**src/logic/cache_config.svh**
```systemverilog
//--------------------------------------------------------------------------
// Cache geometry macros: address, data, index and tag widths, set count
//--------------------------------------------------------------------------

`ifndef CACHE_CONFIG_SVH
`define CACHE_CONFIG_SVH

// Byte address from the processor
`define CACHE_ADDR_W   32

// One word per line
`define CACHE_DATA_W   32

// 8 sets, index in address bits 4..2
`define CACHE_INDEX_W  3
`define CACHE_NUM_SETS 8

// Tag in address bits 31..5
`define CACHE_TAG_W    27

// Bits 1..0 of the address are ignored
// Offset width follows as ADDR_W - TAG_W - INDEX_W

`endif
```
**src/logic/cache_msg_pkg.sv**
```systemverilog
//--------------------------------------------------------------------------
// Message kinds: processor request type and memory operation
//--------------------------------------------------------------------------

package cache_msg_pkg;

  // Processor request kinds
  // Same codes as the usual mem message: read 0, write 1, init 2
  typedef enum logic [1:0] {
    REQ_READ  = 2'd0,  // Load one word
    REQ_WRITE = 2'd1,  // Store one word, line goes dirty
    REQ_INIT  = 2'd2   // Install a clean line, no memory traffic
  } req_type_t;

  // Memory side operations
  // A write is acknowledged by its response like a read
  typedef enum logic {
    MEM_READ  = 1'b0,  // Refill
    MEM_WRITE = 1'b1   // Writeback of a dirty victim
  } mem_op_t;

endpackage

```
**src/logic/cache_geom_pkg.sv**
```systemverilog
//--------------------------------------------------------------------------
// Storage geometry types: address, word, tag, set index, way select
//--------------------------------------------------------------------------

`include "cache_config.svh"

package cache_geom_pkg;

  // Full byte address on both ports
  typedef logic [`CACHE_ADDR_W-1:0]  addr_t;

  // Payload word, one per line
  typedef logic [`CACHE_DATA_W-1:0]  data_t;

  // Line tag, upper address bits
  typedef logic [`CACHE_TAG_W-1:0]   tag_t;

  // Set index, selects one of the sets
  typedef logic [`CACHE_INDEX_W-1:0] index_t;

  // Two ways, one select bit
  typedef logic                      way_t;

endpackage

```
**src/logic/cache_top.sv**
```systemverilog
//--------------------------------------------------------------------------
// Cache top: decode, controller, arrays, memory port, response unit
//--------------------------------------------------------------------------

`timescale 1ns/1ns

module cache_top (
  input  logic                     clk,
  input  logic                     reset,
  // Processor port
  input  logic                     cache_req_valid,
  input  cache_msg_pkg::req_type_t cache_req_type,
  input  cache_geom_pkg::addr_t    cache_req_addr,
  input  cache_geom_pkg::data_t    cache_req_data,
  output logic                     cache_resp_valid,
  output cache_msg_pkg::req_type_t cache_resp_type,
  output cache_geom_pkg::data_t    cache_resp_data,
  output logic                     cache_resp_hit,
  // Memory port
  output logic                     mem_req_valid,
  output cache_msg_pkg::mem_op_t   mem_req_op,
  output cache_geom_pkg::addr_t    mem_req_addr,
  output cache_geom_pkg::data_t    mem_req_data,
  input  logic                     mem_resp_valid,
  input  cache_geom_pkg::data_t    mem_resp_data
);

  //------------------------------------------------------------------------
  // Internal wiring
  //------------------------------------------------------------------------

  logic                     req_start;
  cache_msg_pkg::req_type_t req_type;
  cache_geom_pkg::tag_t     req_tag;
  cache_geom_pkg::index_t   req_index;
  cache_geom_pkg::data_t    req_data;
  logic                     tag_check, fill_line, write_word, touch_lru;
  logic                     evict_issue, refill_issue, read_capture, resp_fire;
  logic                     req_is_init;  // Level, high in the init access
  logic                     hit, victim_dirty;
  cache_geom_pkg::way_t     sel_way;
  cache_geom_pkg::tag_t     victim_tag;
  cache_geom_pkg::data_t    rd_data;

  req_decode u_req_decode (.*);          // Decode stage

  cache_ctrl u_cache_ctrl (.*);          // Execute stage

  tag_state_array u_tag_state_array (.*);

  data_array u_data_array (.*);

  mem_port u_mem_port (.*);

  resp_unit u_resp_unit (.*);            // Result stage

endmodule

```
**src/logic/resp_unit.sv**
```systemverilog
//--------------------------------------------------------------------------
// Processor response register: read word, request kind, hit flag
//--------------------------------------------------------------------------

`timescale 1ns/1ns

module resp_unit (
  input  logic                     clk,
  input  logic                     reset,
  input  logic                     tag_check,
  input  logic                     hit,
  input  logic                     read_capture,
  input  logic                     resp_fire,
  input  cache_msg_pkg::req_type_t req_type,
  input  cache_geom_pkg::data_t    rd_data,
  output logic                     cache_resp_valid,
  output cache_msg_pkg::req_type_t cache_resp_type,
  output cache_geom_pkg::data_t    cache_resp_data,
  output logic                     cache_resp_hit
);

  always_ff @(posedge clk or posedge reset) begin
    if (reset) begin
      cache_resp_valid <= 1'b0;
    end else begin
      cache_resp_valid <= resp_fire;  // Single-cycle strobe
    end
  end

  always_ff @(posedge clk) begin
    if (tag_check) begin
      cache_resp_hit  <= hit;  // Result of the first tag compare
      cache_resp_data <= '0;   // Writes and inits answer with zero
    end else if (read_capture) begin
      cache_resp_data <= rd_data;
    end
    if (resp_fire)
      cache_resp_type <= req_type;
  end

endmodule

```
**src/logic/mem_port.sv**
```systemverilog
//--------------------------------------------------------------------------
// Memory request register for writeback and refill
//--------------------------------------------------------------------------

`timescale 1ns/1ns

`include "cache_config.svh"

module mem_port (
  input  logic                   clk,
  input  logic                   reset,
  input  logic                   evict_issue,
  input  logic                   refill_issue,
  input  cache_geom_pkg::tag_t   victim_tag,
  input  cache_geom_pkg::tag_t   req_tag,
  input  cache_geom_pkg::index_t req_index,
  input  cache_geom_pkg::data_t  rd_data,
  output logic                   mem_req_valid,
  output cache_msg_pkg::mem_op_t mem_req_op,
  output cache_geom_pkg::addr_t  mem_req_addr,
  output cache_geom_pkg::data_t  mem_req_data
);

  localparam int OFFSET_W = `CACHE_ADDR_W - `CACHE_TAG_W - `CACHE_INDEX_W;

  // Request strobe, one cycle behind the issue
  always_ff @(posedge clk or posedge reset) begin
    if (reset) begin
      mem_req_valid <= 1'b0;
    end else begin
      mem_req_valid <= evict_issue | refill_issue;
    end
  end

  always_ff @(posedge clk) begin
    if (evict_issue) begin
      mem_req_op   <= cache_msg_pkg::MEM_WRITE;
      mem_req_addr <= {victim_tag, req_index, {OFFSET_W{1'b0}}};  // Victim line
      mem_req_data <= rd_data;                                    // Dirty word
    end else if (refill_issue) begin
      mem_req_op   <= cache_msg_pkg::MEM_READ;
      mem_req_addr <= {req_tag, req_index, {OFFSET_W{1'b0}}};     // Missing line
      mem_req_data <= '0;
    end
  end

endmodule

```
**src/logic/data_array.sv**
```systemverilog
//--------------------------------------------------------------------------
// Two-way word storage, write source mux and combinational read
//--------------------------------------------------------------------------

`timescale 1ns/1ns

`include "cache_config.svh"

module data_array (
  input  logic                   clk,
  input  cache_geom_pkg::index_t req_index,
  input  cache_geom_pkg::way_t   sel_way,
  input  logic                   fill_line,
  input  logic                   write_word,
  input  cache_geom_pkg::data_t  req_data,
  input  cache_geom_pkg::data_t  mem_resp_data,
  output cache_geom_pkg::data_t  rd_data
);

  cache_geom_pkg::data_t words_q [0:1][0:`CACHE_NUM_SETS-1];

  // Processor word wins when both fire, as for an init
  always_ff @(posedge clk) begin
    if (write_word)
      words_q[sel_way][req_index] <= req_data;
    else if (fill_line)
      words_q[sel_way][req_index] <= mem_resp_data;  // Refill from memory
  end

  // Read port feeds the response and the writeback
  assign rd_data = words_q[sel_way][req_index];

endmodule

```
**src/logic/tag_state_array.sv**
```systemverilog
//--------------------------------------------------------------------------
// Tag, valid and dirty arrays per way, LRU per set, hit and victim way
//--------------------------------------------------------------------------

`timescale 1ns/1ns

`include "cache_config.svh"

module tag_state_array (
  input  logic                   clk,
  input  logic                   reset,
  input  cache_geom_pkg::tag_t   req_tag,
  input  cache_geom_pkg::index_t req_index,
  input  logic                   tag_check,
  input  logic                   fill_line,
  input  logic                   write_word,
  input  logic                   touch_lru,
  input  logic                   req_is_init,
  output logic                   hit,
  output logic                   victim_dirty,
  output cache_geom_pkg::way_t   sel_way,
  output cache_geom_pkg::tag_t   victim_tag
);

  cache_geom_pkg::tag_t              tags_q [0:1][0:`CACHE_NUM_SETS-1];
  logic [1:0][`CACHE_NUM_SETS-1:0]   valid_q;
  logic [1:0][`CACHE_NUM_SETS-1:0]   dirty_q;
  logic [`CACHE_NUM_SETS-1:0]        lru_q;    // Way to replace next
  logic [1:0]                        match;
  cache_geom_pkg::way_t              pick_way;

  // Tag compare, qualified by valid
  assign match[0] = valid_q[0][req_index] && (tags_q[0][req_index] == req_tag);
  assign match[1] = valid_q[1][req_index] && (tags_q[1][req_index] == req_tag);
  assign hit      = |match;

  // Hit way, else the LRU way of the set
  assign pick_way     = hit ? match[1] : lru_q[req_index];
  assign victim_dirty = dirty_q[pick_way][req_index];  // Needed in the check cycle
  assign victim_tag   = tags_q[sel_way][req_index];    // Writeback address

  always_ff @(posedge clk or posedge reset) begin
    if (reset) begin
      sel_way <= 1'b0;
      valid_q <= '0;
      dirty_q <= '0;
      lru_q   <= '0;
    end else begin
      if (tag_check)
        sel_way <= pick_way;                  // Held for the rest of the request
      if (fill_line) begin
        valid_q[sel_way][req_index] <= 1'b1;
        dirty_q[sel_way][req_index] <= 1'b0;  // Fresh line is clean
      end
      if (write_word && !req_is_init)
        dirty_q[sel_way][req_index] <= 1'b1;
      if (touch_lru)
        lru_q[req_index] <= ~sel_way;         // Point at the other way
    end
  end

  // Tag storage
  always_ff @(posedge clk) begin
    if (fill_line)
      tags_q[sel_way][req_index] <= req_tag;
  end

endmodule

```
**src/logic/cache_ctrl.sv**
```systemverilog
//--------------------------------------------------------------------------
// Cache controller FSM: tag check, access, evict, refill and response
//--------------------------------------------------------------------------

`timescale 1ns/1ns

module cache_ctrl (
  input  logic                     clk,
  input  logic                     reset,
  input  logic                     req_start,
  input  cache_msg_pkg::req_type_t req_type,
  input  logic                     hit,
  input  logic                     victim_dirty,
  input  logic                     mem_resp_valid,
  output logic                     tag_check,
  output logic                     fill_line,
  output logic                     write_word,
  output logic                     touch_lru,
  output logic                     evict_issue,
  output logic                     refill_issue,
  output logic                     read_capture,
  output logic                     resp_fire,
  output logic                     req_is_init
);

  typedef enum logic [3:0] {
    IDLE, TAG_CHECK, INIT_ACCESS, READ_ACCESS, WRITE_ACCESS,
    EVICT_REQUEST, EVICT_WAIT, REFILL_REQUEST, REFILL_WAIT,
    REFILL_UPDATE, RESPOND
  } state_t;

  state_t     state_q;
  state_t     state_cur;
  state_t     state_nxt;
  logic [8:0] ctrl_word;  // One row of the control table

  // The start cycle is the tag check itself, so a hit answers in 3 cycles
  assign state_cur = (state_q == IDLE && req_start) ? TAG_CHECK : state_q;

  always_ff @(posedge clk or posedge reset) begin
    if (reset) begin
      state_q <= IDLE;
    end else begin
      state_q <= state_nxt;
    end
  end

  //------------------------------------------------------------------------
  // Next state
  //------------------------------------------------------------------------

  always_comb begin
    state_nxt = state_cur;
    case (state_cur)
      IDLE:           state_nxt = IDLE;  // Left only through the start fold
      TAG_CHECK: begin
        if (req_type == cache_msg_pkg::REQ_INIT)
          state_nxt = INIT_ACCESS;
        else if (hit && req_type == cache_msg_pkg::REQ_READ)
          state_nxt = READ_ACCESS;
        else if (hit)
          state_nxt = WRITE_ACCESS;
        else if (victim_dirty)
          state_nxt = EVICT_REQUEST;     // Dirty victim goes out first
        else
          state_nxt = REFILL_REQUEST;
      end
      INIT_ACCESS,
      READ_ACCESS,
      WRITE_ACCESS:   state_nxt = RESPOND;
      EVICT_REQUEST:  state_nxt = EVICT_WAIT;
      EVICT_WAIT:     state_nxt = mem_resp_valid ? REFILL_REQUEST : EVICT_WAIT;
      REFILL_REQUEST: state_nxt = REFILL_WAIT;
      REFILL_WAIT:    state_nxt = mem_resp_valid ? REFILL_UPDATE : REFILL_WAIT;
      REFILL_UPDATE:  state_nxt = (req_type == cache_msg_pkg::REQ_READ) ? READ_ACCESS
                                                                          : WRITE_ACCESS;
      RESPOND:        state_nxt = IDLE;  // Response strobe is on the port
      default:        state_nxt = IDLE;
    endcase
  end

  //------------------------------------------------------------------------
  // Control table
  //------------------------------------------------------------------------

  always_comb begin
    ctrl_word = '0;
    case (state_cur)
      //                          tag fil wr  lru evc rfl rdc rsp ini
      TAG_CHECK:      ctrl_word = 9'b1___0___0___0___0___0___0___0___0;
      INIT_ACCESS:    ctrl_word = 9'b0___1___1___1___0___0___0___1___1;
      READ_ACCESS:    ctrl_word = 9'b0___0___0___1___0___0___1___1___0;
      WRITE_ACCESS:   ctrl_word = 9'b0___0___1___1___0___0___0___1___0;
      EVICT_REQUEST:  ctrl_word = 9'b0___0___0___0___1___0___0___0___0;
      REFILL_REQUEST: ctrl_word = 9'b0___0___0___0___0___1___0___0___0;
      // Refill word is only present in the strobe cycle
      REFILL_WAIT:    ctrl_word = mem_resp_valid ? 9'b0___1___0___0___0___0___0___0___0
                                                 : 9'b0;
      default:        ctrl_word = '0;  // IDLE, waits, REFILL_UPDATE, RESPOND
    endcase
  end

  assign {tag_check, fill_line, write_word, touch_lru, evict_issue,
          refill_issue, read_capture, resp_fire, req_is_init} = ctrl_word;

endmodule

```
**src/logic/req_decode.sv**
```systemverilog
//--------------------------------------------------------------------------
// Request register: address split into tag and index, start strobe
//--------------------------------------------------------------------------

`timescale 1ns/1ns

`include "cache_config.svh"

module req_decode (
  input  logic                     clk,
  input  logic                     reset,
  input  logic                     cache_req_valid,
  input  cache_msg_pkg::req_type_t cache_req_type,
  input  cache_geom_pkg::addr_t    cache_req_addr,
  input  cache_geom_pkg::data_t    cache_req_data,
  output logic                     req_start,
  output cache_msg_pkg::req_type_t req_type,
  output cache_geom_pkg::tag_t     req_tag,
  output cache_geom_pkg::index_t   req_index,
  output cache_geom_pkg::data_t    req_data
);

  // Start pulse, one cycle behind the strobe
  always_ff @(posedge clk or posedge reset) begin
    if (reset) begin
      req_start <= 1'b0;
    end else begin
      req_start <= cache_req_valid;
    end
  end

  // Held request fields, stable until the next strobe
  always_ff @(posedge clk) begin
    if (cache_req_valid) begin
      req_type  <= cache_req_type;
      req_tag   <= cache_req_addr[`CACHE_ADDR_W-1 -: `CACHE_TAG_W];  // Bits 31..5
      req_index <= cache_req_addr[`CACHE_ADDR_W-`CACHE_TAG_W-1 -: `CACHE_INDEX_W];
      req_data  <= cache_req_data;  // Store or init word
    end
  end

endmodule

```
**config.mk**
```make
export PLATFORM = sky130hd
export DESIGN_NAME = cache_top
export DESIGN_NICKNAME = d
export VERILOG_FILES = /design/src/logic/cache_msg_pkg.sv /design/src/logic/cache_geom_pkg.sv /design/src/logic/cache_top.sv /design/src/logic/resp_unit.sv /design/src/logic/mem_port.sv /design/src/logic/data_array.sv /design/src/logic/tag_state_array.sv /design/src/logic/cache_ctrl.sv /design/src/logic/req_decode.sv
export VERILOG_INCLUDE_DIRS = /design/src /design/src/logic
export SDC_FILE = /design/constraint.sdc
export NUM_CORES = 1
export LEC_CHECK = 0
export BUFFER_PORTS_ARGS = -buffer_cell sky130_fd_sc_hd__buf_2
export CAP_MARGIN = 30
export CELL_PAD_IN_SITES_DETAIL_PLACEMENT = 1
export CELL_PAD_IN_SITES_GLOBAL_PLACEMENT = 2
export CORE_ASPECT_RATIO = 1.1
export CORE_MARGIN = 1
export CORE_UTILIZATION = 35
export CTS_CLUSTER_DIAMETER = 200
export DETAILED_ROUTE_END_ITERATION = 6
export PLACE_DENSITY = 0.65
export SLEW_MARGIN = 40
export SYNTH_ARGS = -nofsm -noshare
export SYNTH_HDL_FRONTEND = slang
export SYNTH_SLANG_ARGS = --single-unit
```
**constraint.sdc**
```tcl
create_clock -name clk -period 4.78 [get_ports clk]
set_input_delay 1.195 -clock clk [delete_from_list [all_inputs] [get_ports clk]]
set_output_delay 1.195 -clock clk [all_outputs]
set_load 0.005 [all_outputs]
```
* After elaboration in Yosys (flattened, before gate mapping)
Memories as Yosys holds them, arrays and structs flattened. Index checks and enable logic that the tools add are counted.
Storage, ports and cells: memories kept 2, word-level logic and storage cells 629, input port bits 102, memory bits (writable) 944, flip-flop bits (word level) 210
Operators by class: eq/ne operators 12, reductions and logical operators 14, bitwise logic cells 263, multiplexer cells 311, $lt $le $gt $ge 7
Memory list:
- u_data_array.words_q | words 2, bits a word 256, read ports 1, clocked after Yosys merged registers in 0, write ports 1, RTL line data_array.sv:20 | cache_geom_pkg::data_t words_q [0:1][0:`CACHE_NUM_SETS-1];
- u_tag_state_array.tags_q | words 2, bits a word 216, read ports 3, clocked after Yosys merged registers in 0, write ports 1, RTL line tag_state_array.sv:25 | cache_geom_pkg::tag_t tags_q [0:1][0:`CACHE_NUM_SETS-1];
Operators by type and width (number):
- two-way mux 256 bit | 2
- two-way mux 1 bit | 267
- bitwise OR 1 bit | 257
- binary-select mux 27 bit (select 3 bit) | 3
- two-way mux 32 bit | 7
- two-way mux 216 bit | 1
- two-way mux 27 bit | 7
- binary-select mux 32 bit (select 3 bit) | 1
- demux 32 bit (select 3 bit) | 1
- demux 27 bit (select 3 bit) | 1
- one-hot mux 9 bit (7 select lines) | 1
- equality test 27 bit | 2
- two-way mux 16 bit | 2
- two-way mux 8 bit | 4
- bitwise OR 16 bit | 2
- one-hot mux 4 bit (7 select lines) | 1
- AND 16 bit | 1
- equality test 4 x 3 -> 1 bit (second input constant) | 4
- two-way mux 4 bit | 4
- NOT 16 bit | 1
- binary-select mux 1 bit (select 3 bit) | 4
- bitwise mux 8 bit | 1
- demux 8 bit (select 1 bit) | 1
- equality test 4 x 2 -> 1 bit (second input constant) | 2
- other kinds (21) | 30

* Depth between registers and ports, before layout
Gate-level depths: netlist (run 1).
word-level depth 17, mapped depth 15

* Cells and area by module
From an unflattened synthesis (run 1), not the netlist that was laid out.
Second synthesis, totals: cells, all modules 2679, area, all modules 51131.5 µm²
Modules (own cells, without submodules):
- data_array | cells each 1147, area each 22781.8 µm², instances 1
- tag_state_array | cells each 1169, area each 22024.9 µm², instances 1
- mem_port | cells each 137, area each 2625.0 µm², instances 1
- req_decode | cells each 66, area each 1950.6 µm², instances 1
- resp_unit | cells each 108, area each 1282.5 µm², instances 1
- cache_ctrl | cells each 52, area each 466.7 µm², instances 1

* Worst setup path after synthesis (run 1)
Ideal clock, no wire load.
path kind flip-flop to flip-flop, start register u_tag_state_array.sel_way, end memory u_data_array.words_q[0][0] in the netlist's numbering (enable), cell stages (with the launch flop) 9, data arrival time 3.937 ns, path slack 0.382 ns, period minus slack after synthesis 4.398 ns, cell sequence dfrtp_1 > clkbuf_1 > buf_2 > buf_2 > buf_2 > buf_2 > clkbuf_1 > buf_1 > nor3_1
RTL lines:
- start, declared | RTL line tag_state_array.sv:21 | output cache_geom_pkg::way_t sel_way,
- start signal, assigned | RTL line tag_state_array.sv:50 | sel_way <= pick_way;
- end, declared | RTL line data_array.sv:20
No word-level cell before the write port.

* Worst setup path in the final report (run 1)
start register u_req_decode.req_index[0], end memory u_data_array.words_q[1][211] in the netlist's numbering (enable)
On the way: word-level cells in the longest chain between the ends 7, elaborated cells on any way between the ends 9, those cells by class order compare (2); mux (4); bitwise (2); reduce/logical (1)
Ends and longest elaborated chain:
- start, declared | RTL line req_decode.sv:19 | output cache_geom_pkg::index_t req_index,
- start signal, assigned | RTL line req_decode.sv:37 | req_index <= cache_req_addr[`CACHE_ADDR_W-`CACHE_TAG_W-1 -: `CACHE_INDEX_W];
- NOT 3 -> 4 bit (not written as such) * | RTL line data_array.sv:25, data_array.sv:27
- greater-or-equal comparator 4 bit (not written as such) or less-than comparator 4 x 1 -> 1 bit (tied branches) | RTL line data_array.sv:25, data_array.sv:27
- logical AND 1 bit (not written as such) | RTL line data_array.sv:25, data_array.sv:27
- two-way mux 32 bit (not written as such) | RTL line data_array.sv:25, data_array.sv:27
- demux 32 bit (select 3 bit) * | RTL line data_array.sv:25, data_array.sv:27
- two-way mux 256 bit, on equally long branches | RTL line data_array.sv:25, data_array.sv:27
- bitwise OR 1 bit (no source line) *
Mark *: on every way between the ends. The rest lies on a longest branch, timed or not.

==> results.json, run 1 <==
{
  "vias": 28300,
  "drtIter0Drc": 2439,
  "die_x_um": 362,
  "p_leak_nw": 19.9,
  "slew_viol_final": 0,
  "ys_async_sr_fraction_pct": 4.16,
  "finalSetupViolations": 0,
  "ant_nets": 0,
  "grt_max_degree": 66,
  "worstHoldPathType": "register to register",
  "synth_edf_count": 1073,
  "wl_per_cell_um": 30.7,
  "critical_path.cell_chain": "buf_12, buf_4, buf_4, buf_4, nand2_1, buf_12, nor2_4, buf_12",
  "hpwl_um": 94000,
  "crit_type": "register to register",
  "clk_latency_ps": 780,
  "wl_um": 158000,
  "tightest_slew_ps": 893,
  "post-route-min-period_ps": 4220,
  "maxCapViolations": 0,
  "ir_drop_uv": 394,
  "p_per_area_mw_per_mm2": 484,
  "synth.distinct_cells": 72,
  "synth_seq_cells": 1154,
  "power_mw": 28.3,
  "worst-path-stages": 8,
  "gp_congestion": 0.817,
  "synthFlopType": "edfxtp_1",
  "fmax_ghz": 0.237,
  "layout_commonest_cell": "edfxtp_1",
  "syn_to_final_growth_pct": 17.4,
  "antenna_found_initial": 13,
  "path_buf_inv": 6,
  "die_area_mm2": 0.144,
  "grt_pass1_wl_um": 226000,
  "initial_core_util_pct": 35.4,
  "period_share_pct": 88.3,
  "syn_area_mm2": 0.0498,
  "crit_path_end_kind": "register",
  "synthCells": 2826,
  "io_pins": 204,
  "crit_family": "buffers and inverters",
  "hold_ws_ps": 461,
  "fill_cells": 13600,
  "synthTopCellsByArea": "edfxtp_1 65%, mux4_2 11%, mux2_2 6.5%",
  "cpMaxStageDelayCell": "buf_4",
  "num_rows": 144,
  "rr_worst_depth": 8,
  "cts.clk_slew.worst_paths_ps": 60,
  "worst_ep_arrival_time_ps": 4660,
  "post_cts.repair.setup_buffers": 0,
  "clockBufferDepth": 3,
  "hold_viol_final": 0,
  "status": "finished clean",
  "cts-htree-levels": 4,
  "crit_required_ps": 5220,
  "grt_pass1_vias": 30800,
  "grt_use_total_pct": 22.1,
  "core_area_mm2": 0.141,
  "reg2reg_to": "u_data_array.words_q[1][211]",
  "clock_skew_ps": 26.0,
  "hold_buffers": 0,
  "tns_ps": 0,
  "drt_pass1_iterations": 5,
  "drc_errors": 0,
  "port_buffers": 199,
  "overflow": 0,
  "rsz0062_at_grt": "no",
  "avgSynthCellArea_um2": 17.6,
  "ys_seq_area_share_pct": 68.4,
  "regArea_mm2": 0.0341,
  "cts_buffers": 134,
  "clkSinkCount": 1154,
  "drive_gt1_share_pct": 35.0,
  "fp.dieH_um": 398,
  "cts_resized": 0,
  "worstPathMaxFanout": 42,
  "fin_util_pct": 41.6,
  "startpoint_type": "register",
  "multi_input_area_mm2": 0.0151,
  "layout_common_cells": "1,073 x edfxtp_1, 288 x mux2_2, 246 x mux4_2",
  "cp-endpoint": "u_data_array.words_q[1][211]",
  "synth_top_area_share_pct": 64.6,
  "r2r_start": "u_req_decode.req_index[0]",
  "cts_tree": "yes",
  "yosysTopAreaCell": "edfxtp_1",
  "synth-warning-count": 0,
  "slew_headroom_pct": 40.5,
  "viasPerCell": 5.52,
  "nets": 3226,
  "r2r_slack_ps": 560,
  "slowest_delay_ps": 690,
  "cts_root_buf": "clkbuf_16",
  "startpoint": "u_req_decode.req_index[0]"
}
[worst reg2reg max path, cell delays in order, from the launching register on]
cell      delay [ps]
edfxtp_1         390
buf_12           220
buf_4            390
buf_4            490
buf_4            720
nand2_1          560
buf_12           330
nor2_4           440
buf_12           330
[report_power, final]
group	leakage, nW	switching [mW]	internal (mW)	total (mW)
Combinational	7.17	3.01	2.36	5.38
Sequential	10.5	0.544	12.0	12.5
Clock	2.16	4.21	6.22	10.4
[synthesized netlist by cell type (all sizes together), types with 5 or more instances]
library cell,number
xnor2,9
buf,106
a22o,8
or3,7
clkbuf,67
nor2,135
and2,14
xor2,28
nor2b,11
a22oi,17
nor4,7
nand2b,17
inv,20
and3,7
nor3,21
a211oi,25
mux2,292
a21oi,55
dfrtp,48
edfxtp,1073
a21o,8
nand4,5
mux4,246
or2,12
o21ai,45
dfxtp,33
nand3,12
a221oi,17
nand2,162
a31oi,15
mux2i,180
o22ai,73
[stage by stage]
stage | area, µm² | cells | setup WS [ps]
CTS | 58500 | 5128 | 590
finish | 58500 | 5131 | 559
floorplan | 49900 | 2827 | 382
global route | 58500 | 5128 | 491
global placement | 54000 | 4884 | 646
detailed placement | 54100 | 4886 | 596
[registers in the layout, indices dropped and copies added, names as in the netlist, 27 cells and up]
| signal | cells |
|---|---|
| u_mem_port.mem_req_data | 32 |
| u_data_array.words_q | 512 |
| u_req_decode.req_tag | 27 |
| u_mem_port.mem_req_addr | 30 |
| u_tag_state_array.tags_q | 432 |
| u_resp_unit.cache_resp_data | 32 |
| u_req_decode.req_data | 32 |
[layer usage]
layer / up-vias / global-route usage, % / share of wire [%]
li1: 12000 / - / -
met5: - / 0 / 0.075
met1: 15200 / 28.4 / 42
met2: 820 / 38.6 / 51
met3: 222 / 3.48 / 4.7
met4: 18 / 6.07 / 2.2
[logic make-up (layout without fill, tap and decap cells)]
logic type | count (synthesis) | in the layout | share of synthesized area [%]
AOI/OAI and AO/OA | 300 | 300 | 3.97
xor gates and xnor gates | 37 | 37 | 0.650
buffers and inverters | 194 | 597 | 1.89
DFF | 1154 | 1154 | 68.4
muxes | 718 | 718 | 21.3
other | 1 | 5 | 0.00752
and+or+nand+nor | 422 | 422 | 3.78
[final cells by class]
cell class | count | area share, %
timing repair buffer | 334 | 4.20
antenna | 3 | 0.0128
clock inverter | 61 | 1.24
clock buffer | 181 | 6.33
inverter | 21 | 0.145
multi-input combinational | 1479 | 25.8
sequential | 1154 | 58.2
tap | 1898 | 4.06
[worst min-delay path by stage]
stage	slack [ps]	depth (start not counted)	to	from
2_1_floorplan	430	1	u_tag_state_array.valid_q[2]	u_tag_state_array.valid_q[2]
3_3_place_gp	450	1	u_tag_state_array.valid_q[13]	u_tag_state_array.valid_q[13]
3_5_place_dp	450	2	u_resp_unit.cache_resp_data[1]	u_resp_unit.cache_resp_data[1]
4_1_cts	460	2	u_resp_unit.cache_resp_data[2]	u_resp_unit.cache_resp_data[2]
5_1_grt	480	1	u_tag_state_array.valid_q[5]	u_tag_state_array.valid_q[5]
6_report	460	2	u_resp_unit.cache_resp_data[2]	u_resp_unit.cache_resp_data[2]
No activity file was read; power rests on OpenSTA's default activity.
==> inputs of run 2 (changes only) <==
==> constraint.sdc (replaced) <==
create_clock -name clk -period 4.4 [get_ports clk]
set_input_delay 1.1 -clock clk [delete_from_list [all_inputs] [get_ports clk]]
set_output_delay 1.1 -clock clk [all_outputs]
set_load 0.005 [all_outputs]
==> run 2 against run 1 <==
Register-to-register slack got worse by 160 ps; largest cell class unchanged; clock skew grew 4.1 ps; combinational power up 10%; via count increased by 1.1%; critical path depth up 5; flip-flop and latch count is the same; clock power grew 5%; first-iteration DRC count is 0.53% lower; die area is the same; power increased by 7.7%; maximum frequency increased by 5.6%; worst hold slack lost 100 ps.
==> results.json, run 2 (same netlist as run 1, synthesis figures left out) <==
{
  "worstPathMaxFanout": 24,
  "slew_headroom_pct": 41.4,
  "layout_commonest_cell": "edfxtp_1",
  "critical_path.cell_chain": "buf_12, buf_12, mux4_2, mux2i_1, xor2_1, nand4_1, nor4_1, and4_1, buf_4, or2_2, nor2_1, o21ai_0, o211ai_1",
  "fill_cells": 13600,
  "grt_pass1_wl_um": 228000,
  "wl_um": 160000,
  "gp_congestion": 0.805,
  "seqPwrFrac_pct": 44.7,
  "antenna_found_initial": 16,
  "fp.dieH_um": 398,
  "fmax_ghz": 0.250,
  "viasPerCell": 5.55,
  "rsz0062_at_grt": "no",
  "post-route-min-period_ps": 4000,
  "crit_path_end_kind": "register",
  "worst_ep_arrival_time_ps": 4620,
  "fin_util_pct": 41.7,
  "path_common_cell": "buf_12",
  "initial_core_util_pct": 35.4,
  "fin_ws_ps": 401,
  "clkSinkCount": 1154,
  "clock_skew_ps": 30.2,
  "vias": 28600,
  "cts.clk_slew.worst_paths_ps": 60,
  "grt_max_degree": 69,
  "power_mw": 30.5,
  "p_switching_mw": 8.49,
  "drive_gt1_share_pct": 35.5,
  "power_frac_clock_pct": 35.8,
  "die_x_um": 362,
  "hold_ws_ps": 356,
  "status": "finished clean",
  "slowest_delay_ps": 550,
  "clockBufferDepth": 3,
  "cts-htree-levels": 4,
  "switching_share_pct": 27.9,
  "r2r_start": "u_req_decode.req_index[0]",
  "wl_per_cell_um": 31.1,
  "crit_required_ps": 5020,
  "grt.busiest_layer": "met2",
  "crit_family": "simple AND/OR/NAND/NOR gates",
  "grt_pass1_vias": 31200,
  "ir_drop_uv": 465,
  "reg_top3": "u_data_array.words_q x512, u_tag_state_array.tags_q x432",
  "grt_use_met2_pct": 39.0,
  "drt_pass1_iterations": 5,
  "startpoint": "u_req_decode.req_index[0]",
  "slew_viol_final": 0,
  "dpl.cell_count": 4919,
  "p_per_area_mw_per_mm2": 519,
  "stdcell_count": 5158,
  "design_area_mm2": 0.0587,
  "cts_root_buf": "clkbuf_16",
  "drtIter0Drc": 2426,
  "p_leak_nw": 20.0,
  "pwr-share-comb_pct": 19.5,
  "ant_nets": 0,
  "cts_tree": "yes",
  "tns_ps": 0,
  "die_area_mm2": 0.144,
  "dp_slack_ps": 409,
  "clk_latency_ps": 780,
  "post_cts.repair.setup_buffers": 0,
  "path_buf_inv": 3,
  "largest_reg_flops": 512,
  "overflow": 0,
  "cpMaxStageDelayCell": "nor4_1",
  "port_buffers": 199,
  "finalSetupViolations": 0,
  "core_area_mm2": 0.141,
  "top_register": "u_data_array.words_q",
  "nets": 3257,
  "p_int_mw": 22.0,
  "maxCapViolations": 0,
  "dpl_cell_area_mm2": 0.0544,
  "cts_buffers": 132,
  "startpoint_type": "register",
  "hpwl_um": 96300,
  "num_rows": 144,
  "tightest_slew_ps": 873,
  "hold_buffers": 0,
  "worstHoldPathType": "input pin to async pin",
  "syn_to_final_growth_pct": 17.7,
  "grt_use_met3_pct": 3.47,
  "layout_common_cells": "1,073 x edfxtp_1, 288 x mux2_2, 246 x mux4_2",
  "grt_use_total_pct": 22.3,
  "crit_type": "register to register",
  "period_share_pct": 90.9,
  "hold_viol_final": 0,
  "cts_resized": 0,
  "io_pins": 204,
  "grt.met1_usage_pct": 28.3,
  "drc_errors": 0
}
## run 2: cell types whose count changed in the layout (fill, tap and decap cells not counted), sizes merged
cell and delta:
buf +33, bufinv -4, clkbuf -10, clkinv +9
clkinvlp -1
## run 2: cell type report
type                    instances  area [µm²]  share of cell area [%]
clock inverters                65         648                    1.10
diodes                          3        7.51                  0.0128
inverters                      21        90.1                   0.153
flip-flops and latches       1154       34100                    58.1
multi-input cells            1479       15100                    25.7
clock buffers                 171        3590                    6.13
repair buffers                367        2810                    4.79
well taps                    1898        2370                    4.05
## run 2: metal layers
layer,share of wire (%),vias up
met5,0.067,-
met4,2.7,18
li1,-,12100
met1,41,15400
met2,51,859
met3,4.8,251
## run 2: worst reg2reg max path, delay by kind of cell, from the launching register on
family / cells / cell delay, ps
XOR/XNOR: 1 / 280
flip-flops: 1 / 480
buffers and inverters: 3 / 580
AND/OR/NAND/NOR: 5 / 1420
multiplexers: 2 / 730
AO/OA/AOI/OAI: 2 / 340
## run 2: power groups by stage
stage	Combinational, mW	Clock [mW]	Sequential, mW
after floorplan	3.88	0	13.5
after global placement	5.89	0	13.8
after detailed placement	6.04	0	13.8
after CTS	6.06	11.2	13.6
after global routing	6.37	11.5	13.7
final	5.94	10.9	13.6
## run 2: final timing paths
check                                                 end  slack, ps  cells past startpoint
max in group asynchronous   u_tag_state_array.dirty_q[15]       3390                      3
min reg2reg                u_resp_unit.cache_resp_data[7]        470                      2
min in group clk           u_resp_unit.cache_resp_data[7]        470                      2
max                               u_cache_ctrl.state_q[2]        400                     13
min                              u_mem_port.mem_req_valid        360                      2
max reg2reg                       u_cache_ctrl.state_q[2]        400                     13
